**src/logic/ex_pkg.sv**
```systemverilog
// Shared types for the execute stage. Data width is fixed at 32 bits by the structs below.
// Register addresses are 6 bits wide to match the decode stage.

package ex_pkg;

  ////////////////////////////////////////////////////////////
  // Widths
  ////////////////////////////////////////////////////////////

  // Integer data path width
  localparam int unsigned XLEN = 32;

  // Register file address width
  localparam int unsigned REG_ADDR_W = 6;

  ////////////////////////////////////////////////////////////
  // Operator encodings
  ////////////////////////////////////////////////////////////

  // ALU operators
  // The last six are branch comparisons
  typedef enum logic [3:0] {
    ADD  = 4'd0,
    SUB  = 4'd1,
    AND  = 4'd2,
    OR   = 4'd3,
    XOR  = 4'd4,
    SLL  = 4'd5,
    SRL  = 4'd6,
    SRA  = 4'd7,
    SLT  = 4'd8,
    SLTU = 4'd9,
    EQ   = 4'd10,
    NE   = 4'd11,
    LT   = 4'd12,
    GE   = 4'd13,
    LTU  = 4'd14,
    GEU  = 4'd15
  } alu_op_e;

  // Multiplier operators
  // Only MUL finishes in one cycle
  typedef enum logic [1:0] {
    MUL    = 2'd0,
    MULH   = 2'd1,
    MULHSU = 2'd2,
    MULHU  = 2'd3
  } mult_op_e;

  ////////////////////////////////////////////////////////////
  // Request and write port bundles
  ////////////////////////////////////////////////////////////

  // ALU request from decode (68 bits)
  typedef struct packed {
    alu_op_e         op;
    logic [XLEN-1:0] operand_a;
    logic [XLEN-1:0] operand_b;
  } alu_req_t;

  // Multiplier request from decode (66 bits)
  typedef struct packed {
    mult_op_e        op;
    logic [XLEN-1:0] op_a;
    logic [XLEN-1:0] op_b;
  } mult_req_t;

  // Register file write port (39 bits)
  typedef struct packed {
    logic                  we;
    logic [REG_ADDR_W-1:0] waddr;
    logic [XLEN-1:0]       wdata;
  } rf_wr_t;

endpackage

```
**src/logic/ex_alu.sv**
```systemverilog
// Purely combinational integer ALU. No enable and no ready, the result is valid in the
// request cycle. Shift amounts use only the low five bits of operand_b.

`timescale 1ns/1ps

module ex_alu import ex_pkg::*; (
  // Operator and operands from decode
  input  alu_req_t        alu_req_i,

  // Result towards the forwarding mux
  output logic [XLEN-1:0] result_o,
  // Branch comparison outcome
  output logic            cmp_result_o
);

  logic [XLEN-1:0] op_a;
  logic [XLEN-1:0] op_b;

  // Shared adder
  logic            adder_sub;
  logic [XLEN-1:0] adder_b;
  logic [XLEN:0]   adder_full;
  logic [XLEN-1:0] adder_result;

  // Comparison flags
  logic            is_equal;
  logic            lt_unsigned;
  logic            lt_signed;

  // Shifter
  logic [4:0]      shamt;
  logic            shift_arith;
  logic [XLEN:0]   shift_right;
  logic [XLEN-1:0] shift_left;

  assign op_a = alu_req_i.operand_a;
  assign op_b = alu_req_i.operand_b;

  ////////////////////////////////////////////////////////////
  // Adder and comparison
  ////////////////////////////////////////////////////////////

  // Everything except ADD subtracts, so comparisons reuse the adder
  assign adder_sub    = (alu_req_i.op != ADD);
  assign adder_b      = adder_sub ? ~op_b : op_b;
  // Carry in of one completes the two's complement of operand_b
  assign adder_full   = {1'b0, op_a} + {1'b0, adder_b} + {{XLEN{1'b0}}, adder_sub};
  assign adder_result = adder_full[XLEN-1:0];

  assign is_equal    = ~|(op_a ^ op_b);
  // No carry out of a - b means a borrow, so a < b unsigned
  assign lt_unsigned = ~adder_full[XLEN];
  // Differing signs decide directly
  // Equal signs fall back to the unsigned result
  assign lt_signed   = (op_a[XLEN-1] != op_b[XLEN-1]) ? op_a[XLEN-1] : lt_unsigned;

  ////////////////////////////////////////////////////////////
  // Shifter
  ////////////////////////////////////////////////////////////

  assign shamt       = op_b[4:0];
  assign shift_arith = (alu_req_i.op == SRA);

  // One extra top bit carries the fill value for SRL and SRA alike
  assign shift_right = $signed({shift_arith & op_a[XLEN-1], op_a}) >>> shamt;
  assign shift_left  = op_a << shamt;

  ////////////////////////////////////////////////////////////
  // Branch comparison
  ////////////////////////////////////////////////////////////

  always_comb begin
    unique case (alu_req_i.op)
      EQ:      cmp_result_o = is_equal;
      NE:      cmp_result_o = ~is_equal;
      LT:      cmp_result_o = lt_signed;
      GE:      cmp_result_o = ~lt_signed;
      LTU:     cmp_result_o = lt_unsigned;
      GEU:     cmp_result_o = ~lt_unsigned;
      // Non-compare operators never take a branch
      default: cmp_result_o = 1'b0;
    endcase
  end

  ////////////////////////////////////////////////////////////
  // Result select
  ////////////////////////////////////////////////////////////

  always_comb begin
    unique case (alu_req_i.op)
      ADD, SUB: result_o = adder_result;
      AND:      result_o = op_a & op_b;
      OR:       result_o = op_a | op_b;
      XOR:      result_o = op_a ^ op_b;
      SLL:      result_o = shift_left;
      SRL, SRA: result_o = shift_right[XLEN-1:0];
      SLT:      result_o = {{(XLEN-1){1'b0}}, lt_signed};
      SLTU:     result_o = {{(XLEN-1){1'b0}}, lt_unsigned};
      // Comparisons also write their bit to the register file
      EQ, NE, LT, GE, LTU, GEU: begin
        result_o = {{(XLEN-1){1'b0}}, cmp_result_o};
      end
      default:  result_o = '0;
    endcase
  end

endmodule

```
**src/logic/ex_mult.sv**
```systemverilog
// Integer multiplier. MUL is single cycle, high-word products add exactly one cycle.
// The high word is held until ex_ready_i, so back-pressure never loses a result.

`timescale 1ns/1ps

module ex_mult import ex_pkg::*; (
  input  logic            clk,
  input  logic            rst_n,

  // Request from decode
  input  logic            enable_i,
  input  mult_req_t       mult_req_i,

  // Stage handshake
  input  logic            ex_ready_i,

  output logic [XLEN-1:0] result_o,
  output logic            multicycle_o,
  output logic            ready_o
);

  typedef enum logic {
    IDLE,
    FINISH
  } mult_state_e;

  mult_state_e state_q;
  mult_state_e state_d;

  // Operand sign control
  logic sign_a;
  logic sign_b;

  logic signed [XLEN:0]     op_a_ext;
  logic signed [XLEN:0]     op_b_ext;
  logic signed [2*XLEN-1:0] product;

  // High word captured for the second cycle
  logic [XLEN-1:0] high_q;

  // A high-word product enters the FSM this cycle
  logic start_high;

  ////////////////////////////////////////////////////////////
  // Product
  ////////////////////////////////////////////////////////////

  // MULH treats both operands as signed, MULHSU only operand a
  assign sign_a = (mult_req_i.op == MULH) || (mult_req_i.op == MULHSU);
  assign sign_b = (mult_req_i.op == MULH);

  assign op_a_ext = $signed({sign_a & mult_req_i.op_a[XLEN-1], mult_req_i.op_a});
  assign op_b_ext = $signed({sign_b & mult_req_i.op_b[XLEN-1], mult_req_i.op_b});

  // 33x33 signed product from operands sign extended to the full width
  // Every legal result fits the low 64 bits
  assign product = (2*XLEN)'(op_a_ext) * (2*XLEN)'(op_b_ext);

  ////////////////////////////////////////////////////////////
  // High-word FSM
  ////////////////////////////////////////////////////////////

  assign start_high = enable_i && (state_q == IDLE) && (mult_req_i.op != MUL);

  always_comb begin
    state_d = state_q;
    unique case (state_q)
      IDLE: begin
        if (start_high) begin
          state_d = FINISH;
        end
      end
      FINISH: begin
        // Hold the word until the stage moves on
        if (ex_ready_i) begin
          state_d = IDLE;
        end
      end
      default: state_d = IDLE;
    endcase
  end

  always_ff @(posedge clk or negedge rst_n) begin
    if (!rst_n) begin
      state_q <= IDLE;
    end else begin
      state_q <= state_d;
    end
  end

  // Upper half of the product
  always_ff @(posedge clk) begin
    if (start_high) begin
      high_q <= product[2*XLEN-1:XLEN];
    end
  end

  ////////////////////////////////////////////////////////////
  // Outputs
  ////////////////////////////////////////////////////////////

  // Stall only in the capture cycle
  assign ready_o      = ~start_high;
  assign multicycle_o = start_high;

  // Low word for MUL, registered high word once the FSM finishes
  assign result_o = (state_q == FINISH) ? high_q : product[XLEN-1:0];

endmodule

```
**src/logic/ex_stage.sv**
```systemverilog
// Execute stage top with ALU, multiplier and write-back ports. No FPU and no division.
// Branches retire here, so ex_ready_o stays high for a branch even under WB back-pressure.

`timescale 1ns/1ps

module ex_stage import ex_pkg::*; (
  input  logic                  clk,
  input  logic                  rst_n,

  // From decode
  input  alu_req_t              alu_req_i,
  input  logic                  alu_en_i,
  input  mult_req_t             mult_req_i,
  input  logic                  mult_en_i,
  input  logic                  csr_access_i,
  input  logic [XLEN-1:0]       csr_rdata_i,
  input  logic                  regfile_alu_we_i,
  input  logic [REG_ADDR_W-1:0] regfile_alu_waddr_i,
  input  logic                  regfile_we_i,
  input  logic [REG_ADDR_W-1:0] regfile_waddr_i,
  input  logic                  branch_in_ex_i,

  // From the LSU
  input  logic                  lsu_en_i,
  input  logic [XLEN-1:0]       lsu_rdata_i,
  input  logic                  lsu_ready_ex_i,
  input  logic                  lsu_err_i,

  // From write-back
  input  logic                  wb_ready_i,

  // Write ports
  output rf_wr_t                alu_fw_o,
  output rf_wr_t                wb_o,

  output logic                  branch_decision_o,
  output logic                  mult_multicycle_o,
  output logic                  ex_ready_o,
  output logic                  ex_valid_o
);

  logic [XLEN-1:0] alu_result;
  logic            alu_cmp_result;
  logic [XLEN-1:0] mult_result;
  logic            mult_ready;

  logic            units_ready;
  logic            ex_ready;
  logic            ex_valid;

  ////////////////////////////////////////////////////////////
  // Stage handshake
  ////////////////////////////////////////////////////////////

  assign units_ready = mult_ready & lsu_ready_ex_i & wb_ready_i;

  // Valid does not depend on ready, a branch finishes without WB
  assign ex_ready = units_ready | branch_in_ex_i;
  assign ex_valid = (alu_en_i | mult_en_i | csr_access_i | lsu_en_i) & units_ready;

  assign ex_ready_o        = ex_ready;
  assign ex_valid_o        = ex_valid;
  assign branch_decision_o = alu_cmp_result;

  ////////////////////////////////////////////////////////////
  // Units
  ////////////////////////////////////////////////////////////

  ex_alu i_alu (
    .alu_req_i   (alu_req_i),
    .result_o    (alu_result),
    .cmp_result_o(alu_cmp_result)
  );

  ex_mult i_mult (
    .clk         (clk),
    .rst_n       (rst_n),
    .enable_i    (mult_en_i),
    .mult_req_i  (mult_req_i),
    .ex_ready_i  (ex_ready),
    .result_o    (mult_result),
    .multicycle_o(mult_multicycle_o),
    .ready_o     (mult_ready)
  );

  ex_writeback i_writeback (
    .clk                (clk),
    .rst_n              (rst_n),
    .alu_result_i       (alu_result),
    .mult_result_i      (mult_result),
    .csr_rdata_i        (csr_rdata_i),
    .lsu_rdata_i        (lsu_rdata_i),
    .alu_en_i           (alu_en_i),
    .mult_en_i          (mult_en_i),
    .csr_access_i       (csr_access_i),
    .regfile_alu_we_i   (regfile_alu_we_i),
    .regfile_alu_waddr_i(regfile_alu_waddr_i),
    .regfile_we_i       (regfile_we_i),
    .regfile_waddr_i    (regfile_waddr_i),
    .lsu_err_i          (lsu_err_i),
    .ex_valid_i         (ex_valid),
    .wb_ready_i         (wb_ready_i),
    .alu_fw_o           (alu_fw_o),
    .wb_o               (wb_o)
  );

endmodule

```
**src/logic/ex_writeback.sv**
```systemverilog
// Forwarding write port and EX/WB register for the load port.
// Load data is not registered here, it comes straight from the LSU.

`timescale 1ns/1ps

module ex_writeback import ex_pkg::*; (
  input  logic                  clk,
  input  logic                  rst_n,

  // Result sources
  input  logic [XLEN-1:0]       alu_result_i,
  input  logic [XLEN-1:0]       mult_result_i,
  input  logic [XLEN-1:0]       csr_rdata_i,
  input  logic [XLEN-1:0]       lsu_rdata_i,

  // Source selects from decode
  input  logic                  alu_en_i,
  input  logic                  mult_en_i,
  input  logic                  csr_access_i,

  // Destination control
  input  logic                  regfile_alu_we_i,
  input  logic [REG_ADDR_W-1:0] regfile_alu_waddr_i,
  input  logic                  regfile_we_i,
  input  logic [REG_ADDR_W-1:0] regfile_waddr_i,

  // LSU status and stage handshake
  input  logic                  lsu_err_i,
  input  logic                  ex_valid_i,
  input  logic                  wb_ready_i,

  output rf_wr_t                alu_fw_o,
  output rf_wr_t                wb_o
);

  // Load port pipeline state
  logic                  we_q;
  logic [REG_ADDR_W-1:0] waddr_q;

  // Faulted loads never write
  logic                  lsu_we;

  ////////////////////////////////////////////////////////////
  // Forwarding port
  ////////////////////////////////////////////////////////////

  always_comb begin
    alu_fw_o.we    = regfile_alu_we_i;
    alu_fw_o.waddr = regfile_alu_waddr_i;
    // CSR beats multiplier, multiplier beats ALU
    if (csr_access_i) begin
      alu_fw_o.wdata = csr_rdata_i;
    end else if (mult_en_i) begin
      alu_fw_o.wdata = mult_result_i;
    end else if (alu_en_i) begin
      alu_fw_o.wdata = alu_result_i;
    end else begin
      alu_fw_o.wdata = '0;
    end
  end

  ////////////////////////////////////////////////////////////
  // EX/WB register
  ////////////////////////////////////////////////////////////

  assign lsu_we = regfile_we_i & ~lsu_err_i;

  always_ff @(posedge clk or negedge rst_n) begin
    if (!rst_n) begin
      we_q    <= 1'b0;
      waddr_q <= '0;
    end else if (ex_valid_i) begin
      // Valid already implies WB ready
      we_q <= lsu_we;
      if (lsu_we) begin
        waddr_q <= regfile_waddr_i;
      end
    end else if (wb_ready_i) begin
      // Nothing new, flush the old write
      we_q <= 1'b0;
    end
  end

  // Load write port
  assign wb_o.we    = we_q;
  assign wb_o.waddr = waddr_q;
  assign wb_o.wdata = lsu_rdata_i;

endmodule

```
**config.mk**
```make
export PLATFORM = sky130hd
export DESIGN_NAME = ex_stage
export DESIGN_NICKNAME = d
export VERILOG_FILES = /design/src/logic/ex_pkg.sv /design/src/logic/ex_alu.sv /design/src/logic/ex_mult.sv /design/src/logic/ex_stage.sv /design/src/logic/ex_writeback.sv
export SDC_FILE = /design/constraint.sdc
export NUM_CORES = 2
export LEC_CHECK = 0
export ABC_AREA = 1
export ABC_CLOCK_PERIOD_IN_PS = 7100
export BUFFER_PORTS_ARGS = -buffer_cell sky130_fd_sc_hd__buf_2
export CAP_MARGIN = 20
export CORE_UTILIZATION = 45
export CTS_CLUSTER_SIZE = 24
export DETAILED_ROUTE_END_ITERATION = 8
export PLACE_DENSITY = 0.63
export SLEW_MARGIN = 20
export SYNTH_ARGS = -nofsm -noshare
export SYNTH_HDL_FRONTEND = slang
export SYNTH_SLANG_ARGS = --single-unit
```
**constraint.sdc**
```tcl
create_clock -name clk -period 7.1 [get_ports clk]
set_input_delay 0.355 -clock clk [delete_from_list [all_inputs] [get_ports clk]]
set_output_delay 0.355 -clock clk [all_outputs]
set_load 0.02 [all_outputs]
```
[Yosys cells after proc, flatten, opt, wreduce, memory -nomap -nowiden]
Cells that the tools add are included.
Storage, ports and cells
  output and inout bits: 82
  bits of input ports: 222
  word-level logic and storage cells: 73
  bits in registers: 40
Cells by class
  bitwise gates (word level): 20
  shifts and indexed selects: 2
  equal/unequal tests: 18
  muxes and demuxes: 13
  add/sub/neg operators: 2
  multiply operators: 1
  reductions and logical operators: 13
Operators with widths (number)
  $pmux 32 s9: 1
  $mux 32: 5
  $mul 33x33->64: 1
  $add 32x32->33: 1
  $add 33x1->33: 1
  $sshr 33x5->32: 1
  $and 32x32->32: 1
  $eq 4x4->1 const B: 8
  $not 32->32: 1
  $or 32x32->32: 1
  $reduce_or 32->1: 1
  $shl 32x5->32: 1
  $xor 32x32->32: 1
  $eq 4x3->1 const B: 4
  $eq 4x2->1 const B: 2
  $and 1x1->1: 7
  $pmux 1 s6: 1
  $reduce_or 6->1: 1
  $mux 1: 5
  $not 1->1: 5
  $eq 4x1->1 const B: 1
  $logic_not 4->1: 1
  $or 1x1->1: 4
  $reduce_bool 2->1: 2
  10 further kinds: 12

[Longest topological paths before layout]
  depth in word-level cells: 12
  mapped depth: 34

[Modules after synthesis]
From an unflattened synthesis, not the netlist that was laid out.
Unflattened totals
  cell total of the unflattened synthesis: 7076
  area total of the unflattened synthesis: 50985.1 µm²
By module, submodules not included
  ex_mult: area each 41676.2 µm², cells each 5299, times used 1
  ex_alu: area each 7724.9 µm², cells each 1459, times used 1
  ex_writeback: area each 1559.0 µm², cells each 312, times used 1
  ex_stage: area each 25.0 µm², cells each 6, times used 1

[Worst setup path after synthesis]
Ideal clock, no wire load.
  path kind: input to register
  start: in mult_req_i[65] (netlist bit)
  end: reg i_mult.high_q[22] (data pin)
  required time: 6.842 ns
  slack: -0.611 ns
  data arrival time: 7.453 ns
  stages: 32
  cell sequence: inv_1 > ha_1 > nand2_4 > inv_2 > clkbuf_1 > nand2_1 > inv_1 > fa_1 > inv_1 > fa_1 > inv_1 > fa_1 > fa_1 > inv_1 > fa_1 > inv_1 > fa_1 > inv_1 > fa_1 > fa_1 > inv_1 > ha_1 > nand2_1 > nor2_1 > inv_1 > nor2_1 > inv_1 > nor2_1 > nand4_1 > nand3_1 > a21oi_1 > xnor2_1
On the way
  cells in the longest elaborated chain, start to end: 4
RTL lines
  from (decl): RTL line ex_stage.sv:13  | input mult_req_t mult_req_i,
  $eq 2x1->1 or $eq 2x2->1 (tied branches): RTL line ex_mult.sv:49, ex_mult.sv:50
  $logic_or 1x1->1: RTL line ex_mult.sv:49  | assign sign_a = (mult_req_i.op == MULH) || (mult_req_i.op == MULHSU);
  $and 1x1->1: RTL line ex_mult.sv:52  | assign op_a_ext = $signed({sign_a & mult_req_i.op_a[XLEN-1], mult_req_i.op_a});
  $mul 33x33->64 *: RTL line ex_mult.sv:57  | assign product = (2*XLEN)'(op_a_ext) * (2*XLEN)'(op_b_ext);
  named net i_mult.product[54]: RTL line ex_mult.sv:36  | logic signed [2*XLEN-1:0] product;
  to (signal assigned): RTL line ex_mult.sv:94  | high_q <= product[2*XLEN-1:XLEN];
  to (decl): RTL line ex_mult.sv:39  | logic [XLEN-1:0] high_q;
Mark *: on every way through the listed nets, which the timed path passes. The rest lies on a longest branch.
A chain may end at the register's enable or synchronous reset.

==> results.txt <==
----------------------------------------------------
[Outcome]
  Result of the run ... finished with violations
  Violated checks ... negative setup slack

[Global routing]
  Maximum number of pins on one net before global-route repair ... 60
  GRT Total Usage ... 0.297
  Congestion Overflow GR ... 0
  First-pass GRT wire length ... 257 mm
  Number of antenna violations at the first check in global routing ... 6
  Vias in the first global route ... 45.0k

[Logic synthesis]
  Net count of the mapped netlist ... 8,307
  Post-synth cell types ... 62
  Synth Instances ... 6,649
  Number of synthesized flops with an enable pin ... 32
  Register area share after synthesis ... 0.0234
  Most common flop cell mapped by yosys ... edfxtp_1
  Syn avg cell area ... 7.47 sq um
  Ys Warns ... 0
  Share of synthesized flip-flops with an asynchronous set or reset ... 0.200
  Cell area after synthesis ... 49,700 sq um
  Flops & latches, synth ... 40

[Placement]
  Post-detailed-placement half-perimeter wirelength ... 143 mm
  Worst slack at placement ... -617 ps
  Routability congestion estimate from global placement ... 1.08
  Quantity of I/O buffers inserted on ports ... 225

[Timing]
  Maximum achievable frequency ... 0.140 GHz
  Max-slew headroom ... 0.335
  Final clock period utilization by the worst path ... 1.01
  Final count of pins violating max slew ... 0
  Total count of hold-check failures in the final report ... 0
  Final setup violation count ... 5
  RSZ-0062 raised after global routing ... true
  Transition at the pin with the smallest max-transition slack ... 997 ps
  Worst clock skew ... 2.77 ps
  Min Clock Period, post-route ... 7160 ps
  Setup WS post-layout ... -57.6 ps

[Setup path]
  Category of the worst setup path launch point ... input pin
  Cell with the most instances on the worst path ... fa_1
  Max Fanout on Critical Path ... 5
  R2R Setup Slk ... 4750 ps
  Worst path top cell family by delay ... adder cells
  Cell count of the worst reg-to-reg path ... 9
  WP data arrival ... 6800 ps
  Origin of the critical flop-to-flop path ... i_mult.state_q
  WP buf/inv ... 10
  Destination of the worst register-to-register timing path ... i_writeback.waddr_q[1]
  Max incr delay on CP ... 590 ps
  Start point of the critical path ... mult_req_i[45]
  Slowest stage cell on the critical path ... fa_1
  Crit end category ... output pin
  Category of the most critical setup path ... input pin to output pin
  Data required time of the worst path ... 6740 ps

[CTS]
  Sinks on the clock net ... 40
  H-tree depth ... 2
  CTS Buffer Depth ... 2
  Clock transition at the registers of the reported paths ... 60 ps
  Clock latency at the later pin of the worst-skew pair ... 300 ps
  TritonCTS clock tree ... yes
  Buffer type at the clock tree root ... clkbuf_16
  Number of buffers inserted during clock tree synthesis ... 5

[Min path]
  End point of the most critical hold path ... i_writeback.we_q
  Worst hold start ... wb_ready_i
  Classification of the worst-slack hold path ... input pin to register
  Hold Path Depth ... 2

[Route]
  DRC ... 0
  Routed Antenna Nets ... 0
  Aggregate routed wire length ... 165 mm
  Per-cell via count in the routed design ... 5.13
  Initial detailed-routing violation count ... 3,420
  Routed vias ... 43.9k
  Mean routed wirelength per cell ... 19.3 microns
  Iteration count of the initial detailed-routing pass ... 6

[Die]
  Core Box Area ... 109,000 sq um
  FP Rows ... 121
  Effective utilization at floorplan ... 0.455
  Die area ... 112,000 sq um
  Number of I/O pins ... 304
  Height of the chip ... 334 microns
  Die width ... 334 microns

[Final layout]
  Ratio of cells with drive above 1 in the final layout ... 0.188
  Layout overhead on the synthesized area ... 18.2%
  Highest-count cells in the layout ignoring fill and taps ... inv_1, nand2_1, fa_1
  Number of nets at the end of the flow ... 8,729
  Count of filler cells inserted in the layout ... 10.4k
  Most frequent standard cell in the layout excluding fill and tap cells ... inv_1

[Job]
  Max-cap violations ... 0

----------------------------------------------------
## worst max path at each step
| stage | to | depth (start not counted) | slack, ps |
|---|---|---|---|
| 6_report | alu_fw_o[26] | 28 | -60 |
| 3_3_place_gp | i_mult.high_q[24] | 29 | -500 |
| 3_5_place_dp | i_mult.high_q[24] | 29 | -620 |
| 2_1_floorplan | i_mult.high_q[26] | 29 | -130 |
| 4_1_cts | alu_fw_o[28] | 34 | -40 |
| 5_1_grt | alu_fw_o[26] | 28 | -310 |
## worst reg2reg max path: cells and delay by family (launching register included)
kind / cells / cell delay (ps)
buffers and inverters: 3 / 750
and+or+nand+nor: 5 / 700
DFF: 1 / 410
muxes: 1 / 360
## per-layer routing
layer	global-route usage	up-vias	share of wire
met1	0.402	21900	0.41
met5	0	-	0
met4	0.0996	0	0.040
met3	0.0262	267	0.066
met2	0.501	1651	0.48
li1	-	20100	-
## state kept, by name, summed over array words and instances, names as in the netlist
register	count
i_mult.high_q	32
i_mult.state_q	1
i_writeback.waddr_q	6
i_writeback.we_q	1
## synthesized netlist by cell type (7+ instances only)
master,count,area share
nor3_1,23,0.0023
a211oi_1,12,0.0018
a31oi_1,14,0.0018
dfrtp_1,8,0.0040
nand2_1,1682,0.13
o21ai_2,9,0.0016
buf_6,11,0.0025
inv_2,10,0.00076
o21bai_1,21,0.0032
xor2_1,61,0.011
ha_1,310,0.078
buf_2,36,0.0036
buf_1,13,0.00098
edfxtp_1,32,0.019
inv_1,1759,0.13
nor2_1,332,0.025
o21ai_1,59,0.0059
nand3_1,230,0.023
nand2_2,8,0.0010
xnor2_1,29,0.0051
a21o_1,22,0.0033
o21a_1,12,0.0018
o211ai_1,42,0.0063
a21oi_1,163,0.016
mux2i_1,11,0.0022
o21ai_0,147,0.015
a21oi_2,7,0.0012
a221oi_1,18,0.0032
fa_1,1126,0.45
clkbuf_1,290,0.022
nand4_1,19,0.0024
or2_2,17,0.0021
buf_4,43,0.0065
## stage by stage
step / hold slack (ps) / TNS, ps / instances / util / cell area [sq um]
6_report: 270 / -140 / 8552 / 0.538 / 58700
5_1_grt: 277 / -3580 / 8551 / 0.538 / 58700
4_1_cts: 262 / -133 / 8508 / 0.518 / 56500
3_5_place_dp: 206 / -16580 / 8470 / 0.507 / 55300
3_3_place_gp: 203 / -12710 / 8470 / 0.507 / 55300
2_1_floorplan: 59.4 / -431 / 6649 / - / 49800
## layout make-up
| type | instances | area, sq um | area share |
|---|---|---|---|
| Antenna cell | 4 | 10.0 | 0.000171 |
| Clock buffer | 5 | 125 | 0.00213 |
| Clock inverter | 3 | 46.3 | 0.000789 |
| Inverter | 1772 | 6700 | 0.114 |
| Multi-Input combinational cell | 4444 | 42200 | 0.719 |
| Sequential cell | 40 | 1160 | 0.0198 |
| Tap cell | 1476 | 1850 | 0.0315 |
| Timing Repair Buffer | 808 | 6610 | 0.113 |
## cell families (layout without fill, tap and decap cells)
kind of cell | Yosys count | count (layout) | synth area share
compound gates | 557 | 557 | 0.0673
xor+xnor | 90 | 90 | 0.0159
fa+ha+maj | 1436 | 1436 | 0.532
buf+inv | 2165 | 2588 | 0.169
flops | 40 | 40 | 0.0234
mux | 17 | 17 | 0.00358
other cells | 0 | 4 | 0
simple gates | 2344 | 2344 | 0.188
## repair_timing
item	in CTS	in global routing
resized for setup	208	492
endpoints found under the hold margin	8	0
pin swaps	77	235
cloned	1	3
setup buffers	29	41
setup endpoints to repair	40	49
hold buffers	1	0
Power is not shown: default switching activity piles up to over one toggle a cycle in this logic, so the estimate is an artifact.
